`src/samc_bus_pkg.sv`:
```
//======================================
// CPU bus, memory map and port decode
// definitions shared by the port block,
// the address mapper and the top level
//======================================

package samc_bus_pkg;

	// RAM address is a 9-bit page above a 14-bit offset
	localparam int RAM_AW  = 23;
	localparam int PAGE_W  = 14;
	localparam int PAGE_NW = RAM_AW - PAGE_W;

	// First page of external RAM
	localparam logic [8:0] EXT_BASE = 9'h40;
	// ROM pages sit above internal RAM
	localparam logic [4:0] ROM_BASE = 5'h10;

	// ASIC port numbers on addr[7:0]
	localparam logic [7:0] PORT_ADDR_EXTC = 8'd128;
	localparam logic [7:0] PORT_ADDR_EXTD = 8'd129;
	localparam logic [7:0] PORT_ADDR_LMPR = 8'd250;
	localparam logic [7:0] PORT_ADDR_HMPR = 8'd251;
	localparam logic [7:0] PORT_ADDR_BRDR = 8'd254;

	typedef enum logic [2:0] {
		PORT_NONE,
		PORT_EXTC,
		PORT_EXTD,
		PORT_LMPR,
		PORT_HMPR,
		PORT_BRDR
	} port_id_e;

	// One Z80 bus cycle, strobes active high
	typedef struct packed {
		logic [15:0] addr;
		logic [7:0]  data;
		logic        mreq;
		logic        iorq;
		logic        rd;
		logic        wr;
		logic        m1;
	} cpu_bus_t;

	typedef struct packed {
		logic [RAM_AW-1:0] addr;
		logic              we;
		logic              rom_sel;
	} mem_req_t;

	// Paging state handed from the ports to the mapper
	typedef struct packed {
		logic [7:0] lmpr;
		logic [7:0] hmpr;
		logic [7:0] ext_c;
		logic [7:0] ext_d;
	} paging_t;

endpackage

```
`src/samc_clock_pkg.sv`:
```
//======================================
// CPU clock enable and speed switch
// constants for the timer and the FSM
//======================================

package samc_clock_pkg;

	// Native cycle and its negative-edge phase
	localparam int ORIG_DIV     = 16;
	localparam int ORIG_N_PHASE = ORIG_DIV / 2;

	// ZX Spectrum speed cycle
	localparam int ZX_DIV     = 27;
	localparam int ZX_N_PHASE = 13;

	// ZX periods spent stopped before the new speed starts
	localparam logic [1:0] SWITCH_TIMEOUT = 2'd3;

	typedef enum logic [1:0] {
		ST_ORIG,
		ST_ZX,
		ST_STOP,
		ST_WAIT
	} speed_state_e;

endpackage

```
`src/asic_ports.sv`:
```
//======================================
// ASIC paging, border and external RAM
// page registers with their read path
//======================================

`timescale 1ns/10ps

module asic_ports import samc_bus_pkg::*; (
	input  logic       clk_sys,
	input  logic       reset,
	input  cpu_bus_t   bus,
	output paging_t    paging,
	output logic [3:0] border_color,
	output logic       ear_out,
	output logic [7:0] port_dout
);

	port_id_e   port_id;
	logic       port_we;
	logic       port_rd;
	logic       port_we_d;
	logic       we_edge;
	logic [7:0] brdr;

	//======================================
	// Decode
	//======================================

	always_comb begin
		case (bus.addr[7:0])
			PORT_ADDR_EXTC: port_id = PORT_EXTC;
			PORT_ADDR_EXTD: port_id = PORT_EXTD;
			PORT_ADDR_LMPR: port_id = PORT_LMPR;
			PORT_ADDR_HMPR: port_id = PORT_HMPR;
			PORT_ADDR_BRDR: port_id = PORT_BRDR;
			default:        port_id = PORT_NONE;
		endcase
	end

	// Interrupt acknowledge cycles carry m1 and are ignored
	assign port_we = bus.iorq & bus.wr & ~bus.m1;
	assign port_rd = bus.iorq & bus.rd & ~bus.m1;
	assign we_edge = port_we & ~port_we_d;

	//======================================
	// Registers
	//======================================

	always_ff @(posedge clk_sys) begin
		if (reset) begin
			port_we_d <= 1'b0;
			paging    <= '0;
			brdr      <= '0;
		end else begin
			port_we_d <= port_we;
			// One write per strobe, however long it is held
			if (we_edge) begin
				case (port_id)
					PORT_EXTC: paging.ext_c <= bus.data;
					PORT_EXTD: paging.ext_d <= bus.data;
					PORT_LMPR: paging.lmpr  <= bus.data;
					PORT_HMPR: paging.hmpr  <= bus.data;
					PORT_BRDR: brdr         <= bus.data;
					default: ;
				endcase
			end
		end
	end

	// Colour is bits 5 and 2..0, EAR is bit 4
	assign border_color = {brdr[5], brdr[2:0]};
	assign ear_out      = brdr[4];

	always_comb begin
		port_dout = 8'hFF;
		if (port_rd) begin
			case (port_id)
				PORT_LMPR: port_dout = paging.lmpr;
				PORT_HMPR: port_dout = paging.hmpr;
				default:   port_dout = 8'hFF;
			endcase
		end
	end

endmodule

```
`src/ce_timer.sv`:
```
//======================================
// Free running native and ZX dividers
// with registered phase pulses
//======================================

`timescale 1ns/10ps

module ce_timer import samc_clock_pkg::*; (
	input  logic clk_sys,
	input  logic reset,
	output logic orig_tick,
	output logic orig_half,
	output logic zx_tick,
	output logic zx_half,
	output logic zx_phase1,
	output logic orig_phase1
);

	logic [3:0] orig_cnt;
	logic [4:0] zx_cnt;

	always_ff @(posedge clk_sys) begin
		if (reset) begin
			orig_cnt    <= '0;
			zx_cnt      <= '0;
			orig_tick   <= 1'b0;
			orig_half   <= 1'b0;
			orig_phase1 <= 1'b0;
			zx_tick     <= 1'b0;
			zx_half     <= 1'b0;
			zx_phase1   <= 1'b0;
		end else begin
			if (orig_cnt == 4'(ORIG_DIV - 1))
				orig_cnt <= '0;
			else
				orig_cnt <= orig_cnt + 4'd1;

			if (zx_cnt == 5'(ZX_DIV - 1))
				zx_cnt <= '0;
			else
				zx_cnt <= zx_cnt + 5'd1;

			// Pulses trail the counter value by one cycle
			orig_tick   <= (orig_cnt == 4'd0);
			orig_half   <= (orig_cnt == 4'(ORIG_N_PHASE));
			orig_phase1 <= (orig_cnt == 4'd1);
			zx_tick     <= (zx_cnt == 5'd0);
			zx_half     <= (zx_cnt == 5'(ZX_N_PHASE));
			zx_phase1   <= (zx_cnt == 5'd1);
		end
	end

endmodule

```
`src/mem_mapper.sv`:
```
//======================================
// Maps a CPU address onto the RAM and
// ROM space from the paging registers
//======================================

`timescale 1ns/10ps

module mem_mapper import samc_bus_pkg::*; (
	input  cpu_bus_t bus,
	input  paging_t  paging,
	output mem_req_t mem
);

	logic [1:0]         section;
	logic [PAGE_W-1:0]  offset;
	logic               rom0_sel;
	logic               rom1_sel;
	logic               ram_wp;
	logic               ext_ram;
	logic [PAGE_NW-1:0] page;

	assign section = bus.addr[15:14];
	assign offset  = bus.addr[PAGE_W-1:0];

	assign rom0_sel = ~paging.lmpr[5] & (section == 2'd0);
	assign rom1_sel = paging.lmpr[6] & (section == 2'd3);
	// Section A write protect
	assign ram_wp   = paging.lmpr[7] & (section == 2'd0);
	assign ext_ram  = paging.hmpr[7] & bus.addr[15];

	// Page numbers wrap within the 5-bit internal field
	always_comb begin
		if (ext_ram) begin
			page = bus.addr[14] ? EXT_BASE + {1'b0, paging.ext_d}
			                    : EXT_BASE + {1'b0, paging.ext_c};
		end else begin
			case (section)
				2'd0:    page = {4'd0, paging.lmpr[4:0]};
				2'd1:    page = {4'd0, paging.lmpr[4:0] + 5'd1};
				2'd2:    page = {4'd0, paging.hmpr[4:0]};
				default: page = {4'd0, paging.hmpr[4:0] + 5'd1};
			endcase
		end
	end

	always_comb begin
		mem.rom_sel = rom0_sel | rom1_sel;
		if (mem.rom_sel)
			mem.addr = RAM_AW'({ROM_BASE, bus.addr[15], offset});
		else
			mem.addr = {page, offset};
		mem.we = bus.mreq & bus.wr & ~mem.rom_sel & ~ram_wp;
	end

endmodule

```
`src/samc_core.sv`:
```
//======================================
// Memory and timing core: CPU enables,
// ASIC ports and the address mapper
//======================================

`timescale 1ns/10ps

module samc_core import samc_bus_pkg::*; (
	input  logic       clk_sys,
	input  logic       reset,
	input  cpu_bus_t   bus,
	input  logic       zx_request,
	output mem_req_t   mem,
	output logic [7:0] port_dout,
	output logic [3:0] border_color,
	output logic       ear_out,
	output logic       ce_cpu_p,
	output logic       ce_cpu_n,
	output logic       zx_active
);

	logic    orig_tick;
	logic    orig_half;
	logic    orig_phase1;
	logic    zx_tick;
	logic    zx_half;
	logic    zx_phase1;
	paging_t paging;

	ce_timer timer (
		.clk_sys     (clk_sys),
		.reset       (reset),
		.orig_tick   (orig_tick),
		.orig_half   (orig_half),
		.zx_tick     (zx_tick),
		.zx_half     (zx_half),
		.zx_phase1   (zx_phase1),
		.orig_phase1 (orig_phase1)
	);

	speed_fsm speed (
		.clk_sys     (clk_sys),
		.reset       (reset),
		.zx_request  (zx_request),
		.orig_tick   (orig_tick),
		.orig_half   (orig_half),
		.zx_tick     (zx_tick),
		.zx_half     (zx_half),
		.zx_phase1   (zx_phase1),
		.orig_phase1 (orig_phase1),
		.ce_cpu_p    (ce_cpu_p),
		.ce_cpu_n    (ce_cpu_n),
		.zx_active   (zx_active)
	);

	asic_ports ports (
		.clk_sys      (clk_sys),
		.reset        (reset),
		.bus          (bus),
		.paging       (paging),
		.border_color (border_color),
		.ear_out      (ear_out),
		.port_dout    (port_dout)
	);

	mem_mapper mapper (
		.bus    (bus),
		.paging (paging),
		.mem    (mem)
	);

endmodule

```
`src/speed_fsm.sv`:
```
//======================================
// Switches the CPU enables between the
// native and the ZX divider, stopping
// the CPU for a short timeout between
//======================================

`timescale 1ns/10ps

module speed_fsm import samc_clock_pkg::*; (
	input  logic clk_sys,
	input  logic reset,
	input  logic zx_request,
	input  logic orig_tick,
	input  logic orig_half,
	input  logic zx_tick,
	input  logic zx_half,
	input  logic zx_phase1,
	input  logic orig_phase1,
	output logic ce_cpu_p,
	output logic ce_cpu_n,
	output logic zx_active
);

	speed_state_e state;
	logic [1:0]   timeout;
	// Divider that was running when the switch began
	logic         src_zx;
	logic         stop_point;
	logic         run_orig;
	logic         run_zx;

	// A pending request silences the old speed at once
	assign run_orig = (state == ST_ORIG) & ~zx_request;
	assign run_zx   = (state == ST_ZX) & zx_request;

	assign stop_point = src_zx ? zx_phase1 : orig_phase1;

	always_ff @(posedge clk_sys) begin
		if (reset) begin
			state   <= ST_ORIG;
			timeout <= '0;
			src_zx  <= 1'b0;
		end else begin
			case (state)
				ST_ORIG: begin
					if (zx_request) begin
						state  <= ST_STOP;
						src_zx <= 1'b0;
					end
				end
				ST_ZX: begin
					if (!zx_request) begin
						state  <= ST_STOP;
						src_zx <= 1'b1;
					end
				end
				// Halt on a clean divider boundary
				ST_STOP: begin
					if (stop_point) begin
						state   <= ST_WAIT;
						timeout <= SWITCH_TIMEOUT;
					end
				end
				// Count ZX periods, then take the requested speed
				ST_WAIT: begin
					if (zx_phase1) begin
						if (timeout == 2'd1)
							state <= zx_request ? ST_ZX : ST_ORIG;
						else
							timeout <= timeout - 2'd1;
					end
				end
				default: state <= ST_ORIG;
			endcase
		end
	end

	assign ce_cpu_p  = (run_orig & orig_tick) | (run_zx & zx_tick);
	assign ce_cpu_n  = (run_orig & orig_half) | (run_zx & zx_half);
	assign zx_active = (state == ST_ZX);

endmodule
```
`config.mk`:
```
export PLATFORM = sky130hd
export DESIGN_NAME = samc_core
export DESIGN_NICKNAME = d
export VERILOG_FILES = /design/src/samc_bus_pkg.sv /design/src/samc_clock_pkg.sv /design/src/asic_ports.sv /design/src/ce_timer.sv /design/src/mem_mapper.sv /design/src/samc_core.sv /design/src/speed_fsm.sv
export SDC_FILE = /design/constraint.sdc
export NUM_CORES = 1
export LEC_CHECK = 0
export BUFFER_PORTS_ARGS = -buffer_cell sky130_fd_sc_hd__buf_2
export CAP_MARGIN = 10
export CORE_MARGIN = 1.5
export CORE_UTILIZATION = 50
export CTS_CLUSTER_DIAMETER = 120
export DETAILED_ROUTE_END_ITERATION = 7
export PLACE_DENSITY_LB_ADDON = 0.2
export SYNTH_ARGS = -nofsm -noshare
export SYNTH_HDL_FRONTEND = slang
export SYNTH_SLANG_ARGS = --single-unit
```
`constraint.sdc`:
```
create_clock -name clk_sys -period 2.7 [get_ports clk_sys]
set_input_delay 0.135 -clock clk_sys [delete_from_list [all_inputs] [get_ports clk_sys]]
set_output_delay 0.135 -clock clk_sys [all_outputs]
set_load 0.03 [all_outputs]
```
== Yosys cells after proc, flatten, opt, wreduce, memory -nomap -nowiden ==
Cells that the tools add are included.

* Output and inout port bits: 41
* Word-level logic and storage cells: 117
* Input bits: 32
* Bits in registers: 59

* Equal/unequal tests: 29
* $add $sub $neg: 7
* Bitwise gates (word level): 27
* Multiplexer cells: 21
* Reduce and logical (&&, ||, !) cells: 16

{| class="wikitable"
|+ Operators by type and width
! kind !! number
|-
| 8-bit == test (second input constant) || 5
|-
| 23-bit two-way mux || 1
|-
| 7-bit by 8-bit adder with 9-bit output (first input constant) || 2
|-
| 1-bit AND || 18
|-
| 9-bit two-way mux || 2
|-
| 8-bit one-hot mux with 2 select lines || 1
|-
| 5-bit by 1-bit adder with 5-bit output (second input constant) || 3
|-
| 3-bit one-hot mux with 5 select lines || 1
|-
| 5-bit one-hot mux with 3 select lines || 1
|-
| 2-bit two-way mux || 7
|-
| 2-bit AND reduction || 5
|-
| 2-bit == test (second input constant) || 4
|-
| 4-bit == test (second input constant) || 2
|-
| 8-bit two-way mux || 1
|-
| 2-bit inequality test (second input constant) || 4
|-
| 2-bit one-hot mux with 4 select lines || 1
|-
| 2-bit by 1-bit == test with 1-bit output (second input constant) || 3
|-
| 3-bit by 2-bit == test with 1-bit output (second input constant) || 2
|-
| 3-bit == test (second input constant) || 2
|-
| 1-bit NOT || 6
|-
| 5-bit by 1-bit == test with 1-bit output (second input constant) || 1
|-
| 5-bit by 4-bit == test with 1-bit output (second input constant) || 1
|-
| 5-bit == test (second input constant) || 1
|-
| 5-bit zero test || 1
|-
| 16 further kinds || 25
|}

== Logic depth before layout (Yosys ltp) ==
* Depth in word-level cells: 6
* Mapped depth: 7
* Depth with buffers taken out: 7

== Cells and area by module ==
Synthesis repeated with hierarchy kept, for this count alone.

* Cell total of the unflattened synthesis: 344
* Area total of the unflattened synthesis: 3196.8 um2

{| class="wikitable"
|+ By module, submodules not included
! module !! times used !! cells an instance !! seq. area each (um2) !! area an instance (um2)
|-
| asic_ports || 1 || 164 || 760.7 || 1720.4
|-
| ce_timer || 1 || 61 || 300.3 || 600.6
|-
| mem_mapper || 1 || 73 || 0.0 || 550.5
|-
| speed_fsm || 1 || 46 || 100.1 || 325.3
|}

== Worst setup path after synthesis ==
OpenSTA, ideal clock, no wires.

* Path type: input to output
* Start point: in bus[28] (netlist bit)
* End point: out mem[20] (netlist bit)
* Required time: 2.565 ns
* Data arrival time: 2.021 ns
* Stages on the path: 7
* Setup slack: 0.544 ns
* Path buffers: 0
* Cells stage by stage: nand2b_1 -> mux2_2 -> ha_1 -> and4b_1 -> a32oi_1 -> xnor2_1 -> a211oi_1

{| class="wikitable"
|+ RTL lines
! item !! RTL line !! RTL
|-
| start: declaration || samc_core.sv:11 || <nowiki>input cpu_bus_t bus,</nowiki>
|-
| end: declaration || samc_core.sv:13 || <nowiki>output mem_req_t mem,</nowiki>
|}

==> impl_summary.log <==
[metrics] Chip Width: 80.7 um
[metrics] global-route wire length before repair: 10400 um
[metrics] hold-fix buffer count after cts: 0
[metrics] cell types occupying the most area after synthesis: sky130_fd_sc_hd__dfxtp_1 (38%), sky130_fd_sc_hd__mux2i_1 (17%), sky130_fd_sc_hd__nor2_1 (7.1%)
[metrics] number of fill cells: 563
[metrics] clk sink count: 58
[metrics] Netlist cell types: 44
[metrics] final sum of negative setup slack: 0 ns
[metrics] HPWL after DPL: 4560 um
[metrics] average routed wire per standard cell: 13.9 um
[metrics] global placer's final weighted congestion: 0.807
[metrics] clock tree from TritonCTS: built
[metrics] number of design-rule violations left by the first detailed-router iteration: 127
[metrics] post-route worst hold slack: 0.115 ns
[metrics] top flip-flop cell by instance count after synthesis: sky130_fd_sc_hd__dfxtp_1
[metrics] vias in the first global route: 2131
[metrics] postcts setup bufs: 0
[metrics] crit share post-route: 83.3%
[metrics] worst hold start: bus[8]
[metrics] setup repair after global routing missed its margin: false
[metrics] origin of the worst setup path: ports.paging[25]
[metrics] port bufs: 60
[metrics] worst-path fanout max: 5
[metrics] register bit total from synthesis: 58
[metrics] Post-Layout Inst Area: 3450 um2
[metrics] TritonCTS buffer count: 9
[metrics] die height: 80.7 um
[metrics] DRC violations left: 0
[metrics] Max transition margin: 42.2%
[metrics] Core Rows: 28
[metrics] dominant cell type by area after synthesis: sky130_fd_sc_hd__dfxtp_1
[metrics] Synthesis Warnings: 0
[metrics] post-detailed-route via-to-cell ratio: 5.27
[metrics] measured slew at the worst slew-check pin: 0.862 ns
[metrics] final number of setup-violating endpoints: 0
[metrics] min Tclk post-route: 2.25 ns
[metrics] clock transition time at the flip-flop clock pins of the worst setup and hold paths: 0.06 ns
[metrics] standard cell core area: 5890 um2
[metrics] Cell Area, Synth: 3020 um2
[metrics] total power density per cell area: 531 nW/um2
[metrics] post-synthesis area per instance: 9.18 um2
[metrics] Worst Skew: 0.00582 ns
[metrics] Worst Slack Setup Final: 0.451 ns
[metrics] worst slack at placement: 0.501 ns
[metrics] clock latency at the later pin of the worst-skew pair: 0.33 ns
[metrics] P_leak: 0.00150 uW
[metrics] Root Buffer: sky130_fd_sc_hd__clkbuf_8
[metrics] antenna violations before repair: 0
[metrics] most instantiated cells after synthesis: sky130_fd_sc_hd__dfxtp_1 (58), sky130_fd_sc_hd__nor2_1 (57), sky130_fd_sc_hd__mux2i_1 (52)
[metrics] classification of the worst-slack hold path: in2reg
[metrics] sort of element at the start of the critical path: flip-flop
[metrics] non-filler cells in the finished layout: 454
[metrics] FF-to-FF Start: ports.port_we_d
[metrics] post-synthesis async set-or-reset flop share: 0%
[metrics] total overflow reported by the global router: 0
[metrics] final count of hold timing violations: 0
[metrics] total number of vias: 2393
[metrics] sequential fraction of the synthesis area: 38.4%
[metrics] number of nets with antenna violations after detailed routing: 0
[metrics] number of standard cells after synthesis: 329
[metrics] worst vdd rail ir drop: 0.293 mV
[metrics] outcome: finished, final reports clean
[metrics] antenna fix cells: 0
[metrics] 1st-pass router iterations: 6
[metrics] most common cell in the netlist: sky130_fd_sc_hd__dfxtp_1
[metrics] number of cells in the design after placement: 439
[metrics] fmax: 445 MHz
[metrics] Critical Path End Type: output pin
[metrics] starting density of the core: 51.3%
[metrics] type of the worst setup path: reg2out
[metrics] data required time of the critical path: 2.57 ns
[metrics] Post-Syn Nets: 371
[metrics] number of resized instances in the post-cts repair step: 0
[metrics] number of ports placed on the die boundary: 73
[metrics] share of the synthesized area in the top cell type: 38.4%
[metrics] total number of nets in the final design: 417
[metrics] overall routed net length: 6320 um
[metrics] data arrival time of the critical path: 2.11 ns
[metrics] largest net degree at the start of global routing: 29
[metrics] Die Area: 6520 um2
[metrics] total global-route track usage: 21.1%
[metrics] signed area change from the synthesized netlist to the final layout: 14.0%
[metrics] number of max-capacitance violations reported: 0
[metrics] pins over their slew limit: 0
[metrics] number of flops mapped to enable cells by yosys: 0
[metrics] ratio of cells with drive above 1 in the final layout: 23.5%
[metrics] maximum buffer depth of the clock tree: 2
[metrics] count of H-tree levels built during CTS: 3
[metrics] placement-stage cell area: 3250 um2
report_power, final:
group / total [uW] / internal [uW] / switching (uW) / leakage, uW
logic: 168 / 59.0 / 109 / 0.000939
clock network: 773 / 442 / 331 / 0.0000941
registers: 889 / 872 / 16.2 / 0.000470
total: 1830 / 1370 / 456 / 0.00150
worst paths after layout:
kind,end,slack [ns],cells after the start
max,mem[20],0.45,7
min,ports.paging[19],0.12,3
max reg2reg,ports.paging[18],0.92,4
min reg2reg,speed.timeout[1],0.48,2
layer usage:
layer  wire [um]  GRT usage (%)  vias to the layer above
met5           0              0                        -
met4          81           9.66                        0
met3         316           4.38                        9
met2        2670           30.9                       58
met1        3250           29.7                     1104
li1            -              -                     1222
cells in the final DEF, fill, tap and decap left out, drive strengths merged, types with 3 or more instances in the layout:
cell type   n
mux2        4
nand2      20
xnor2       5
nor4        3
nor3        7
nor2       57
nor2b       3
dfxtp      58
a211oi     10
inv        15
buf        63
nand3       7
ha         10
clkbuf     10
o21ai       6
mux2i      52
nand3b      3
a21oi      10
through the flow:
stage / power [uW] / utilization [%]
after floorplan: 1040 / -
after global placement: 1070 / 55.3
after detailed placement: 1080 / 55.3
after CTS: 1850 / 58.5
after global routing: 1920 / 58.5
final: 1830 / 58.5
cell type report:
| type | instances | area (um2) | share of cell area, % |
|---|---|---|---|
| clock buffers | 10 | 138 | 3.99 |
| clock inverters | 5 | 55.1 | 1.60 |
| inverters | 15 | 56.3 | 1.63 |
| multi-input cells | 228 | 1620 | 47.0 |
| flip-flops and latches | 58 | 1160 | 33.7 |
| well taps | 75 | 93.8 | 2.72 |
| repair buffers | 63 | 323 | 9.37 |
state kept, by name, summed over array words and instances, names as in the netlist:
name / count
ports.brdr: 5
ports.paging: 32
ports.port_we_d: 1
speed.src_zx: 1
speed.state: 2
speed.timeout: 2
timer.orig_cnt: 4
timer.orig_half: 1
timer.orig_phase1: 1
timer.orig_tick: 1
timer.zx_cnt: 5
timer.zx_half: 1
timer.zx_phase1: 1
timer.zx_tick: 1
critical path, cell delays in order (launching register included):
cell	delay, ns
sky130_fd_sc_hd__dfxtp_1	0.35
sky130_fd_sc_hd__mux2_2	0.27
sky130_fd_sc_hd__ha_1	0.23
sky130_fd_sc_hd__and4b_1	0.20
sky130_fd_sc_hd__a32oi_1	0.18
sky130_fd_sc_hd__xnor2_1	0.11
sky130_fd_sc_hd__a211oi_1	0.22
sky130_fd_sc_hd__buf_2	0.23
logic make-up after synthesis:
logic type,Yosys count,synth area share (%)
AOI/OAI and AO/OA,35,7.58
xor gates and xnor gates,7,2.03
adders and majority gates,10,4.14
buffers and inverters,43,7.99
DFF,58,38.4
muxes,56,18.7
and+or+nand+nor,120,21.1
No activity file was read; power rests on OpenSTA's default activity.
